$ cat config.mk
export PLATFORM = sky130hd
export DESIGN_NAME = alu_ops_engine
export DESIGN_NICKNAME = d
export VERILOG_FILES = /design/src/logic/engine_pkg.sv /design/src/logic/packet_pkg.sv /design/src/logic/alu_feed_if.sv /design/src/logic/packet_fifo.sv /design/src/logic/alu_lane.sv /design/src/logic/alu_ops_control.sv /design/src/logic/request_packer.sv /design/src/logic/alu_ops_engine.sv
export SDC_FILE = /design/constraint.sdc
export NUM_CORES = 2
export LEC_CHECK = 0
export ABC_AREA = 0
export BUFFER_PORTS_ARGS = -buffer_cell sky130_fd_sc_hd__buf_2
export CORE_ASPECT_RATIO = 0.75
export CORE_MARGIN = 1
export CORE_UTILIZATION = 60
export DETAILED_ROUTE_END_ITERATION = 8
export GPL_ROUTABILITY_DRIVEN = 1
export GPL_TIMING_DRIVEN = 0
export PLACE_DENSITY = 0.77
export SYNTH_ARGS = -nofsm -noshare
export SYNTH_HDL_FRONTEND = slang
export SYNTH_SLANG_ARGS = --single-unit
$ cat constraint.sdc
create_clock -name ap_clk -period 10.2 [get_ports ap_clk]
set_input_delay 1.02 -clock ap_clk [delete_from_list [all_inputs] [get_ports ap_clk]]
set_output_delay 1.02 -clock ap_clk [all_outputs]
set_load 0.005 [all_outputs]
$ cat src/logic/engine_pkg.sv
// Lane count and queue sizing are fixed here; almost_full_level must leave room for in-flight packets
package engine_pkg;

    // --------------------
    // Sizing
    // --------------------
    localparam int lane_count        = 4;
    localparam int fifo_depth        = 16;
    localparam int almost_full_level = 12;

    // --------------------
    // Field operations
    // --------------------
    // Every operation takes one field and the job constant
    typedef enum logic [2:0] {
        op_add  = 3'd0,
        op_sub  = 3'd1,
        op_mul  = 3'd2,
        op_and  = 3'd3,
        op_or   = 3'd4,
        op_xor  = 3'd5,
        op_max  = 3'd6,
        op_pass = 3'd7
    } alu_opcode_t;

    // Controller FSM
    typedef enum logic [1:0] {
        state_idle  = 2'd0,
        state_run   = 2'd1,
        state_pause = 2'd2,
        state_drain = 2'd3
    } control_state_t;

endpackage

$ cat src/logic/packet_pkg.sv
// Packet layout has no source-route from or hops fields; count is 8 bits, so a job holds 1 to 255 packets
package packet_pkg;

    // --------------------
    // Field widths
    // --------------------
    localparam int field_width    = 16;
    localparam int address_width  = 16;
    localparam int route_width    = 8;
    localparam int subclass_width = 4;
    localparam int count_width    = 8;

    // Response and request packet
    typedef struct packed {
        logic [address_width-1:0]                             address;
        logic [subclass_width-1:0]                            subclass;
        logic [route_width-1:0]                               route;
        logic [engine_pkg::lane_count-1:0][field_width-1:0]   fields;
    } packet_t;

    // Job settings latched at the configuration strobe
    typedef struct packed {
        engine_pkg::alu_opcode_t   opcode;
        logic [field_width-1:0]    constant;
        logic [route_width-1:0]    route;
        logic [count_width-1:0]    count;
    } job_config_t;

endpackage

$ cat src/logic/alu_feed_if.sv
// Job settings stay stable from configuration until job_done; feed_valid is a one-cycle strobe per packet
`timescale 1ns/1ps

interface alu_feed_if;
    import packet_pkg::*;

    // Controller side
    logic        feed_valid;
    packet_t     packet;
    job_config_t job;

    // Packer side
    logic        almost_full;
    logic        job_done;

    modport feed (output feed_valid, output packet, output job,
                  input almost_full, input job_done);

    modport lane (input feed_valid, input packet, input job);

    modport drain (input feed_valid, input packet, input job,
                   output almost_full, output job_done);

endinterface

$ cat src/logic/packet_fifo.sv
// Depth must be a power of two; a push into a full queue is dropped and pop_data is valid the cycle after pop
`timescale 1ns/1ps

module packet_fifo #(
    parameter int depth = engine_pkg::fifo_depth
) (
    input  logic                ap_clk,
    input  logic                areset_generator,
    input  logic                push,
    input  packet_pkg::packet_t push_data,
    input  logic                pop,
    output packet_pkg::packet_t pop_data,
    output logic                empty,
    output logic                almost_full
);
    import engine_pkg::*;
    import packet_pkg::*;

    packet_t                  mem [depth];
    logic [$clog2(depth)-1:0] wr_ptr;
    logic [$clog2(depth)-1:0] rd_ptr;
    logic [$clog2(depth):0]   fill;
    logic                     full;
    logic                     do_push;
    logic                     do_pop;

    assign empty       = (fill == '0);
    assign full        = (fill == depth);
    assign almost_full = (fill >= almost_full_level);
    assign do_pop      = pop && !empty;
    assign do_push     = push && (!full || do_pop);

    // Storage and read register
    always_ff @(posedge ap_clk) begin
        if (do_push) begin
            mem[wr_ptr] <= push_data;
        end
        if (do_pop) begin
            pop_data <= mem[rd_ptr];
        end
    end

    // --------------------
    // Pointers and occupancy
    // --------------------
    always_ff @(posedge ap_clk) begin
        if (areset_generator) begin
            wr_ptr <= '0;
            rd_ptr <= '0;
            fill   <= '0;
        end else begin
            if (do_push) begin
                wr_ptr <= wr_ptr + 1'b1;
            end
            if (do_pop) begin
                rd_ptr <= rd_ptr + 1'b1;
            end
            case ({do_push, do_pop})
                2'b10:   fill <= fill + 1'b1;
                2'b01:   fill <= fill - 1'b1;
                default: fill <= fill;
            endcase
        end
    end

endmodule

$ cat src/logic/alu_lane.sv
// Arithmetic is modulo 2^16 and max is unsigned; result updates only on feed_valid
`timescale 1ns/1ps

module alu_lane #(
    parameter int lane_index = 0
) (
    input  logic                               ap_clk,
    input  logic                               areset_generator,
    alu_feed_if.lane                           lane,
    output logic [packet_pkg::field_width-1:0] result
);
    import engine_pkg::*;
    import packet_pkg::*;

    logic [field_width-1:0] field;
    logic [field_width-1:0] constant;
    logic [field_width-1:0] next_result;

    assign field    = lane.packet.fields[lane_index];
    assign constant = lane.job.constant;

    always_comb begin
        case (lane.job.opcode)
            op_add:  next_result = field + constant;
            op_sub:  next_result = field - constant;
            // Low half of the product
            op_mul:  next_result = field * constant;
            op_and:  next_result = field & constant;
            op_or:   next_result = field | constant;
            op_xor:  next_result = field ^ constant;
            op_max:  next_result = (field > constant) ? field : constant;
            default: next_result = field;
        endcase
    end

    always_ff @(posedge ap_clk) begin
        if (areset_generator) begin
            result <= '0;
        end else if (lane.feed_valid) begin
            result <= next_result;
        end
    end

endmodule

$ cat src/logic/alu_ops_control.sv
// Config is taken only in idle; responses have no back-pressure so at most 16 may wait at once
`timescale 1ns/1ps

module alu_ops_control (
    input  logic                    ap_clk,
    input  logic                    areset_generator,
    input  logic                    config_valid,
    input  packet_pkg::job_config_t config_data,
    input  logic                    response_valid,
    input  packet_pkg::packet_t     response_data,
    alu_feed_if.feed                feed
);
    import engine_pkg::*;
    import packet_pkg::*;

    control_state_t           state;
    control_state_t           next_state;
    logic                     queue_empty;
    logic                     pop;
    logic                     last_pop;
    logic [count_width-1:0]   pop_count;

    // --------------------
    // Input queue
    // --------------------
    packet_fifo #(
        .depth(fifo_depth)
    ) u_input_fifo (
        .ap_clk          (ap_clk),
        .areset_generator(areset_generator),
        .push            (response_valid),
        .push_data       (response_data),
        .pop             (pop),
        .pop_data        (feed.packet),
        .empty           (queue_empty),
        .almost_full     ()
    );

    assign pop      = (state == state_run) && !queue_empty;
    assign last_pop = pop && (pop_count == feed.job.count - 1'b1);

    // --------------------
    // Job FSM
    // --------------------
    always_comb begin
        next_state = state;
        case (state)
            state_idle: begin
                if (config_valid) begin
                    next_state = state_run;
                end
            end
            state_run: begin
                // Last pop wins over a pause request
                if (last_pop) begin
                    next_state = state_drain;
                end else if (feed.almost_full) begin
                    next_state = state_pause;
                end
            end
            state_pause: begin
                if (!feed.almost_full) begin
                    next_state = state_run;
                end
            end
            state_drain: begin
                if (feed.job_done) begin
                    next_state = state_idle;
                end
            end
            default: next_state = state_idle;
        endcase
    end

    always_ff @(posedge ap_clk) begin
        if (areset_generator) begin
            state           <= state_idle;
            pop_count       <= '0;
            feed.feed_valid <= 1'b0;
            feed.job        <= '0;
        end else begin
            state           <= next_state;
            // Packet leaves the queue register one cycle after the pop
            feed.feed_valid <= pop;
            if (state == state_idle && config_valid) begin
                feed.job  <= config_data;
                pop_count <= '0;
            end else if (pop) begin
                pop_count <= pop_count + 1'b1;
            end
        end
    end

endmodule

$ cat src/logic/request_packer.sv
// request_valid follows a ready-gated pop by one cycle; done assumes a job count of at least 1
`timescale 1ns/1ps

module request_packer (
    input  logic                                                       ap_clk,
    input  logic                                                       areset_generator,
    alu_feed_if.drain                                                  drain,
    input  logic [engine_pkg::lane_count-1:0][packet_pkg::field_width-1:0] lane_results,
    input  logic                                                       request_ready,
    output logic                                                       request_valid,
    output packet_pkg::packet_t                                        request_data,
    output logic                                                       done
);
    import engine_pkg::*;
    import packet_pkg::*;

    logic                        feed_valid_d;
    logic [address_width-1:0]    meta_address;
    logic [subclass_width-1:0]   meta_subclass;
    packet_t                     push_packet;
    logic                        out_empty;
    logic                        pop;
    logic [count_width-1:0]      emitted;
    logic                        last_request;

    // Meta waits one cycle to line up with the lane results
    always_ff @(posedge ap_clk) begin
        if (drain.feed_valid) begin
            meta_address  <= drain.packet.address;
            meta_subclass <= drain.packet.subclass;
        end
    end

    always_comb begin
        push_packet.address  = meta_address;
        push_packet.subclass = meta_subclass;
        push_packet.route    = drain.job.route;
        push_packet.fields   = lane_results;
    end

    // --------------------
    // Output queue
    // --------------------
    packet_fifo #(
        .depth(fifo_depth)
    ) u_output_fifo (
        .ap_clk          (ap_clk),
        .areset_generator(areset_generator),
        .push            (feed_valid_d),
        .push_data       (push_packet),
        .pop             (pop),
        .pop_data        (request_data),
        .empty           (out_empty),
        .almost_full     (drain.almost_full)
    );

    assign pop          = request_ready && !out_empty;
    assign last_request = request_valid && (emitted == drain.job.count - 1'b1);
    assign drain.job_done = done;

    always_ff @(posedge ap_clk) begin
        if (areset_generator) begin
            feed_valid_d  <= 1'b0;
            request_valid <= 1'b0;
            emitted       <= '0;
            done          <= 1'b0;
        end else begin
            feed_valid_d  <= drain.feed_valid;
            request_valid <= pop;
            done          <= last_request;
            if (last_request) begin
                emitted <= '0;
            end else if (request_valid) begin
                emitted <= emitted + 1'b1;
            end
        end
    end

endmodule

$ cat src/logic/alu_ops_engine.sv
// Strobe inputs without back-pressure; keep outstanding packets at or below the 16-entry queue depth
`timescale 1ns/1ps

module alu_ops_engine (
    input  logic                    ap_clk,
    input  logic                    areset_generator,
    input  logic                    config_valid,
    input  packet_pkg::job_config_t config_data,
    input  logic                    response_valid,
    input  packet_pkg::packet_t     response_data,
    input  logic                    request_ready,
    output logic                    request_valid,
    output packet_pkg::packet_t     request_data,
    output logic                    done
);
    import engine_pkg::*;
    import packet_pkg::*;

    logic [lane_count-1:0][field_width-1:0] lane_results;

    alu_feed_if feed_bus ();

    alu_ops_control u_control (
        .ap_clk          (ap_clk),
        .areset_generator(areset_generator),
        .config_valid    (config_valid),
        .config_data     (config_data),
        .response_valid  (response_valid),
        .response_data   (response_data),
        .feed            (feed_bus.feed)
    );

    // --------------------
    // One lane per field
    // --------------------
    for (genvar lane_i = 0; lane_i < lane_count; lane_i++) begin : g_lane
        alu_lane #(
            .lane_index(lane_i)
        ) u_lane (
            .ap_clk          (ap_clk),
            .areset_generator(areset_generator),
            .lane            (feed_bus.lane),
            .result          (lane_results[lane_i])
        );
    end

    request_packer u_packer (
        .ap_clk          (ap_clk),
        .areset_generator(areset_generator),
        .drain           (feed_bus.drain),
        .lane_results    (lane_results),
        .request_ready   (request_ready),
        .request_valid   (request_valid),
        .request_data    (request_data),
        .done            (done)
    );

endmodule

After elaboration in Yosys (flattened, before gate mapping)

Memory sizes are Yosys's and may differ from the RTL's. A register that Yosys moved wholly into a read port is not among the register bits.
Index checks and enable logic that the tools add are counted.

Output and inout bits: 94
Memory bits (writable): 2944
Logic and storage cells: 130
Memories: 2
Flip-flop bits (word level): 167
Input port bits: 132

Memories:

| name                       | words | width | rd ports | clocked after Yosys merged registers in | write ports | RTL line          | RTL |
|---|---|---|---|---|---|---|---|
| u_control.u_input_fifo.mem | 16    | 92    | 1        | 1                                       | 1           | packet_fifo.sv:19 | `packet_t mem [depth];` |
| u_packer.u_output_fifo.mem | 16    | 92    | 1        | 1                                       | 1           | packet_fifo.sv:19 |  |

Reduce and logical (&&, ||, !) cells: 24
Magnitude comparators: 5
Muxes and demuxes: 20
Eq/ne operators: 21
Bitwise gates (word level): 12
$mul: 4
Add/subtract/negate cells: 19

Operator list:

| kind                                                                   | number |
|---|---|
| 16-bit one-hot mux with 7 select lines                                 | 4 |
| 16-bit adder                                                           | 4 |
| 16-bit AND                                                             | 4 |
| 16-bit greater-than comparator                                         | 4 |
| 16-bit by 16-bit multiplier with 16-bit output                         | 4 |
| 16-bit 2-to-1 mux                                                      | 4 |
| 16-bit bitwise OR                                                      | 4 |
| 16-bit subtractor                                                      | 4 |
| 16-bit XOR                                                             | 4 |
| 5-bit one-hot mux with 2 select lines                                  | 2 |
| 4-bit by 1-bit adder with 4-bit output (second input constant)         | 4 |
| 8-bit by 1-bit adder with 8-bit output (second input constant)         | 2 |
| 8-bit equality test                                                    | 2 |
| 5-bit by 1-bit adder with 5-bit output (second input constant)         | 2 |
| 5-bit equality test (second input constant)                            | 2 |
| 5-bit logical NOT                                                      | 2 |
| 2-bit 2-to-1 mux                                                       | 5 |
| 5-bit by 1-bit subtractor with 5-bit output (second input constant)    | 2 |
| 3-bit equality test (second input constant)                            | 3 |
| 1-bit logical AND                                                      | 9 |
| 2-bit equality test (second input constant)                            | 4 |
| 2-bit one-hot mux with 4 select lines                                  | 1 |
| 8-bit by 1-bit subtractor with 8-bit output (second input constant)    | 1 |
| 2-bit by 1-bit equality test with 1-bit output (second input constant) | 3 |
| 14 further kinds                                                       | 25 |

Logic depth before layout (Yosys ltp)

Depth after elaboration: 8
Gate-level depth with buffers: 25
Mapped depth without buffers: 22

By module

Synthesis repeated with hierarchy kept, for this count alone.

Cell total of the unflattened synthesis: 9068
Area total of the unflattened synthesis: 148832.7 um2

By module, submodules not included:

| module                               | sequential area each (um2) | instances | area an instance (um2) | cells an instance |
|---|---|---|---|---|
| packet_fifo (u_packer.u_output_fifo) | 47225.3                    | 1         | 58567.4                | 2456 |
| packet_fifo (u_control.u_input_fifo) | 47225.3                    | 1         | 58517.4                | 2463 |
| alu_lane (g_lane[2].u_lane ...)      | 320.3                      | 2         | 7144.4                 | 967 |
| alu_lane (g_lane[1].u_lane)          | 320.3                      | 1         | 7094.3                 | 944 |
| alu_lane (g_lane[0].u_lane)          | 320.3                      | 1         | 7088.0                 | 933 |
| alu_ops_control                      | 920.9                      | 1         | 1931.9                 | 239 |
| request_packer                       | 820.8                      | 1         | 1345.0                 | 99 |

Worst setup path after synthesis

OpenSTA, ideal clock, no wires.

Path type: input-to-reg
Start point: in request_ready
End point: mem u_packer.u_output_fifo.mem[3][0] in the netlist's numbering (enable)
Data arrival time: 7.807 ns
Path slack: 1.738 ns
Cell stages on the path: 4
Setup time: 0.655 ns
Cell sequence: o31a_1 > clkbuf_1 > nand2_1 > nor3_1

Word-level cells in the longest chain between the ends: 6

Ends and longest elaborated chain:

| what                                   | RTL line             | RTL |
|---|---|---|
| from (decl)                            | alu_ops_engine.sv:11 | `input logic request_ready,` |
| 1-bit logical AND                      | request_packer.sv:57 | `assign pop = request_ready && !out_empty;` |
| 1-bit logical AND                      | packet_fifo.sv:30    | `assign do_pop = pop && !empty;` |
| 1-bit logical OR                       | packet_fifo.sv:31    | `assign do_push = push && (!full \|\| do_pop);` |
| 1-bit logical AND                      | packet_fifo.sv:31    |  |
| 1-bit 2-to-1 mux                       | packet_fifo.sv:35    | `if (do_push) begin` |
| 1-bit 2-to-1 mux (not written as such) | packet_fifo.sv:36    | `mem[wr_ptr] <= push_data;` |
| to (decl)                              | packet_fifo.sv:19    |  |

No other way between the ends.

Final worst setup path

Start point: reg, netlist name u_control.feed.job[22]
End point: reg g_lane[2].u_lane.result[15] in the netlist's numbering

Word-level cells in the longest chain between the ends: 3

Ends and longest elaborated chain:

| what                                                                                   | RTL line       | RTL |
|---|---|---|
| branches (longest 2 deep; another with 16-bit by 16-bit multiplier with 16-bit output) | n/a            |  |
| 16-bit one-hot mux with 7 select lines *                                               | alu_lane.sv:23 | `case (lane.job.opcode)` |
| to (signal assigned)                                                                   | alu_lane.sv:40 | `result <= next_result;` |
| to (decl)                                                                              | alu_lane.sv:10 | `output logic [packet_pkg::field_width-1:0] result` |

Mark *: on every way between the ends.
A chain may end at the register's enable or synchronous reset.

==> qor.txt <==
Setup violations, final -> 0
max-cap violation count -> 25
post-synthesis sequential area ratio -> 0.652
Crit path arrival time -> 10.94 ns
period utilization -> 0.995
CP endpoint kind -> flip-flop
H-tree depth -> 5
Syn Nets -> 9,271
I/O pin cnt -> 226
Worst-Skew Late Latency -> 0.91 ns
TritonCTS buffer count -> 295
total power -> 36.2 mW
post-synth cell types -> 91
WL per Instance -> 42.3 um
status -> complete, but fails checks
Worst Setup Path Type -> reg2reg
Hold Path Origin -> config_data[4]
type of origin of the critical path -> flip-flop
Layout Nets -> 9,994
path depth of the worst reg2reg path -> 22
Synth area leader -> edfxtp_1
share of the synthesized area in the top cell type -> 0.632
r2r endpoint -> g_lane[2].u_lane.result[15]
leakage -> 54.4 nW
Hold Crit Depth -> 3
HPWL Detailed -> 339 mm
initial antenna violation count -> 82
routed wire length -> 530 mm
Routability Congestion -> 1.06
fin crit period -> 10.15 ns
fin. max-slew vios -> 215
largest net degree at the start of global routing -> 52
worst-path maximum fanout -> 10
Gate Count Post-Synth -> 8,402
iteration-0 DRC count of the detailed router -> 15,943
clock-pin slew on the worst setup and hold paths -> 0.07 ns
Die ar. -> 241,000 um2
core footprint -> 236,000 um2
Num Clock Sinks -> 3,159
Synth Flop Type -> edfxtp_1
Peak VDD IR -> 0.000180 V
CTS tree -> yes
Std-Cell Rows -> 154
flops & latches, synth -> 3,159
Die W -> 566 um
first-pass GRT wire length -> 721 mm
Post-synth EDFFs -> 3,012
top cells by area, synth -> edfxtp_1 63%, mux4_2 14%, fa_1 4.6%
synthesized area -> 143,000 um2
Vias -> 90,545
input/output buffers -> 217
worst slew pin tran -> 1.76 ns
ys async rst share -> 0
Final Non-Filler Cells -> 12,539
Min-Delay Endpoint -> u_control.feed.job[4]
Die Y -> 425 um
RSZ-0062 raised after global routing -> false
Area Growth Syn to Fin -> 12.8%
reg-to-reg startpoint -> u_control.feed.job[22]
share of layout cells above drive strength 1 -> 0.197
hold_ws -> 0.424 ns
pwr dens -> 224 nW/um2
syn avg cell area -> 17.0 um2
failing checks -> max-capacitance violations, max-slew violations
Hold Path Class -> in2reg
post-route setup slack -> 0.0524 ns
register area -> 93,400 um2
pre-CTS setup slack -> -0.00426 ns
Inst Count DP -> 11,948
overall routing resource usage -> 0.442
first-pass iteration count of the detailed router -> 8
final count of hold timing violations -> 0
grt ovf -> 0
antenna viol nets, final -> 0
Bufs on Longest Clock Path -> 4
DRC -> 0
starting density of the core -> 0.606
clk_skew -> 0.103 ns
vias in the first global route -> 88,289
Peak Freq -> 98.5 MHz
CP required -> 10.99 ns
CTS Root Cell -> clkbuf_16
FF-to-FF setup slack -> 0.05 ns
vias per cell -> 7.22
area of the multi-input gates -> 45,900 um2
headroom to the max-slew limit -> -0.176
Fillers -> 14,357
yosys warns -> 0
==> layout by cell type (no fill, tap or decap), types with 89 or more instances in the layout <==
cell | netlist | layout
edfxtp_1 | 3012 | 3012
mux4_2 | 880 | 880
inv_1 | 609 | 607
nand2_1 | 594 | 594
nor2_1 | 494 | 469
ha_1 | 407 | 407
clkbuf_1 | 328 | 381
fa_1 | 330 | 330
clkbuf_16 | 0 | 303
a21oi_1 | 286 | 286
buf_2 | 25 | 245
o21ai_0 | 216 | 215
xnor2_1 | 158 | 158
dfxtp_1 | 147 | 147
buf_1 | 92 | 89
==> cell usage after synthesis, types with 70 or more instances <==
cell type and n:
edfxtp_1 3012, mux4_2 880, inv_1 609, nand2_1 594, nor2_1 494, ha_1 407
fa_1 330, clkbuf_1 328, a21oi_1 286, o21ai_0 216, xnor2_1 158, dfxtp_1 147
buf_1 92, xor2_1 70
==> stage by stage <==
step	util	instance area [um2]	setup TNS [ns]
2_1_floorplan	-	143000	0
3_3_place_gp	0.628	148000	-5948.44
3_5_place_dp	0.643	152000	-0.00426
4_1_cts	0.683	161000	0
5_1_grt	0.683	161000	0
6_report	0.684	161000	0
==> state kept, by name (all words and copies together), names as in the netlist, 5 cells and up <==
register	flops
g_lane.u_lane.result	64
u_control.feed.job	35
u_control.pop_count	8
u_control.u_input_fifo.fill	5
u_control.u_input_fifo.mem	1344
u_control.u_input_fifo.pop_data	84
u_packer.emitted	8
u_packer.meta_address	16
u_packer.u_output_fifo.fill	5
u_packer.u_output_fifo.mem	1472
u_packer.u_output_fifo.pop_data	92
==> layer usage <==
| layer | global-route usage | up-vias | routed length (um) |
|---|---|---|---|
| met5 | 0.00137 | - | 425 |
| met4 | 0.223 | 56 | 32700 |
| met3 | 0.156 | 1648 | 81000 |
| met2 | 0.645 | 8973 | 230000 |
| met1 | 0.594 | 46095 | 186000 |
| li1 | - | 33773 | - |
==> repair_timing <==
action                                  4_1_cts  5_1_grt
endpoints found under the setup margin        1        1
buffers inserted                              0        0
hold buffers                                  0        0
resized for setup                             1        3
==> where the power goes <==
group / switching, mW / internal, mW / total, mW
clock: 5.06 / 6.08 / 11.1
sequential: 0.829 / 14.9 / 15.7
combinational: 5.81 / 3.51 / 9.32
==> critical path, stage by stage (launching register included) <==
cell             delay (ns)
dfxtp_1                0.97
clkdlybuf4s15_1        0.89
clkbuf_2               0.68
clkinv_1               0.74
clkbuf_1               0.79
nor2_1                 0.33
fa_1                   0.46
fa_1                   0.45
ha_1                   0.20
fa_1                   0.48
inv_1                  0.05
fa_1                   0.49
fa_1                   0.49
inv_1                  0.04
ha_1                   0.33
and3_1                 0.16
a211oi_1               0.52
a21oi_1                0.21
a31oi_1                0.38
o21ai_0                0.31
xnor2_1                0.63
a21oi_1                0.18
a211oi_1               0.26
==> cell type report <==
cell class              instances  area share
plain buffers                 450      0.0111
well taps                    3120      0.0242
flip-flops and latches       3159       0.579
clock inverters               148     0.00905
repair buffers                426      0.0282
diodes                         67     0.00104
multi-input cells            4168       0.284
inverters                     625      0.0146
clock buffers                 376      0.0489
==> cells by family (layout without fill, tap and decap cells) <==
kind of cell / count (synthesis) / count (layout) / synth area share
buf+inv: 1075 / 2025 / 0.0286
xor+xnor: 229 / 229 / 0.0141
compound gates: 949 / 949 / 0.0423
simple gates: 1321 / 1321 / 0.0386
fa+ha+maj: 737 / 737 / 0.0817
flops: 3159 / 3159 / 0.652
other cells: 0 / 67 / 0
mux: 932 / 932 / 0.142
==> how the worst max path moves through the flow <==
stage,startpoint,endpoint,cells after the start
finish,u_control.feed.job[22],g_lane[2].u_lane.result[15],22
global route,u_control.feed.job[22],g_lane[1].u_lane.result[15],22
CTS,u_control.feed.job[22],g_lane[1].u_lane.result[15],22
detailed placement,u_control.feed.job[22],g_lane[1].u_lane.result[15],22
global placement,request_ready,u_packer.u_output_fifo.mem[2][69],5
floorplan,request_ready,u_packer.u_output_fifo.mem[3][0],4
No activity file was read; power rests on OpenSTA's default activity.
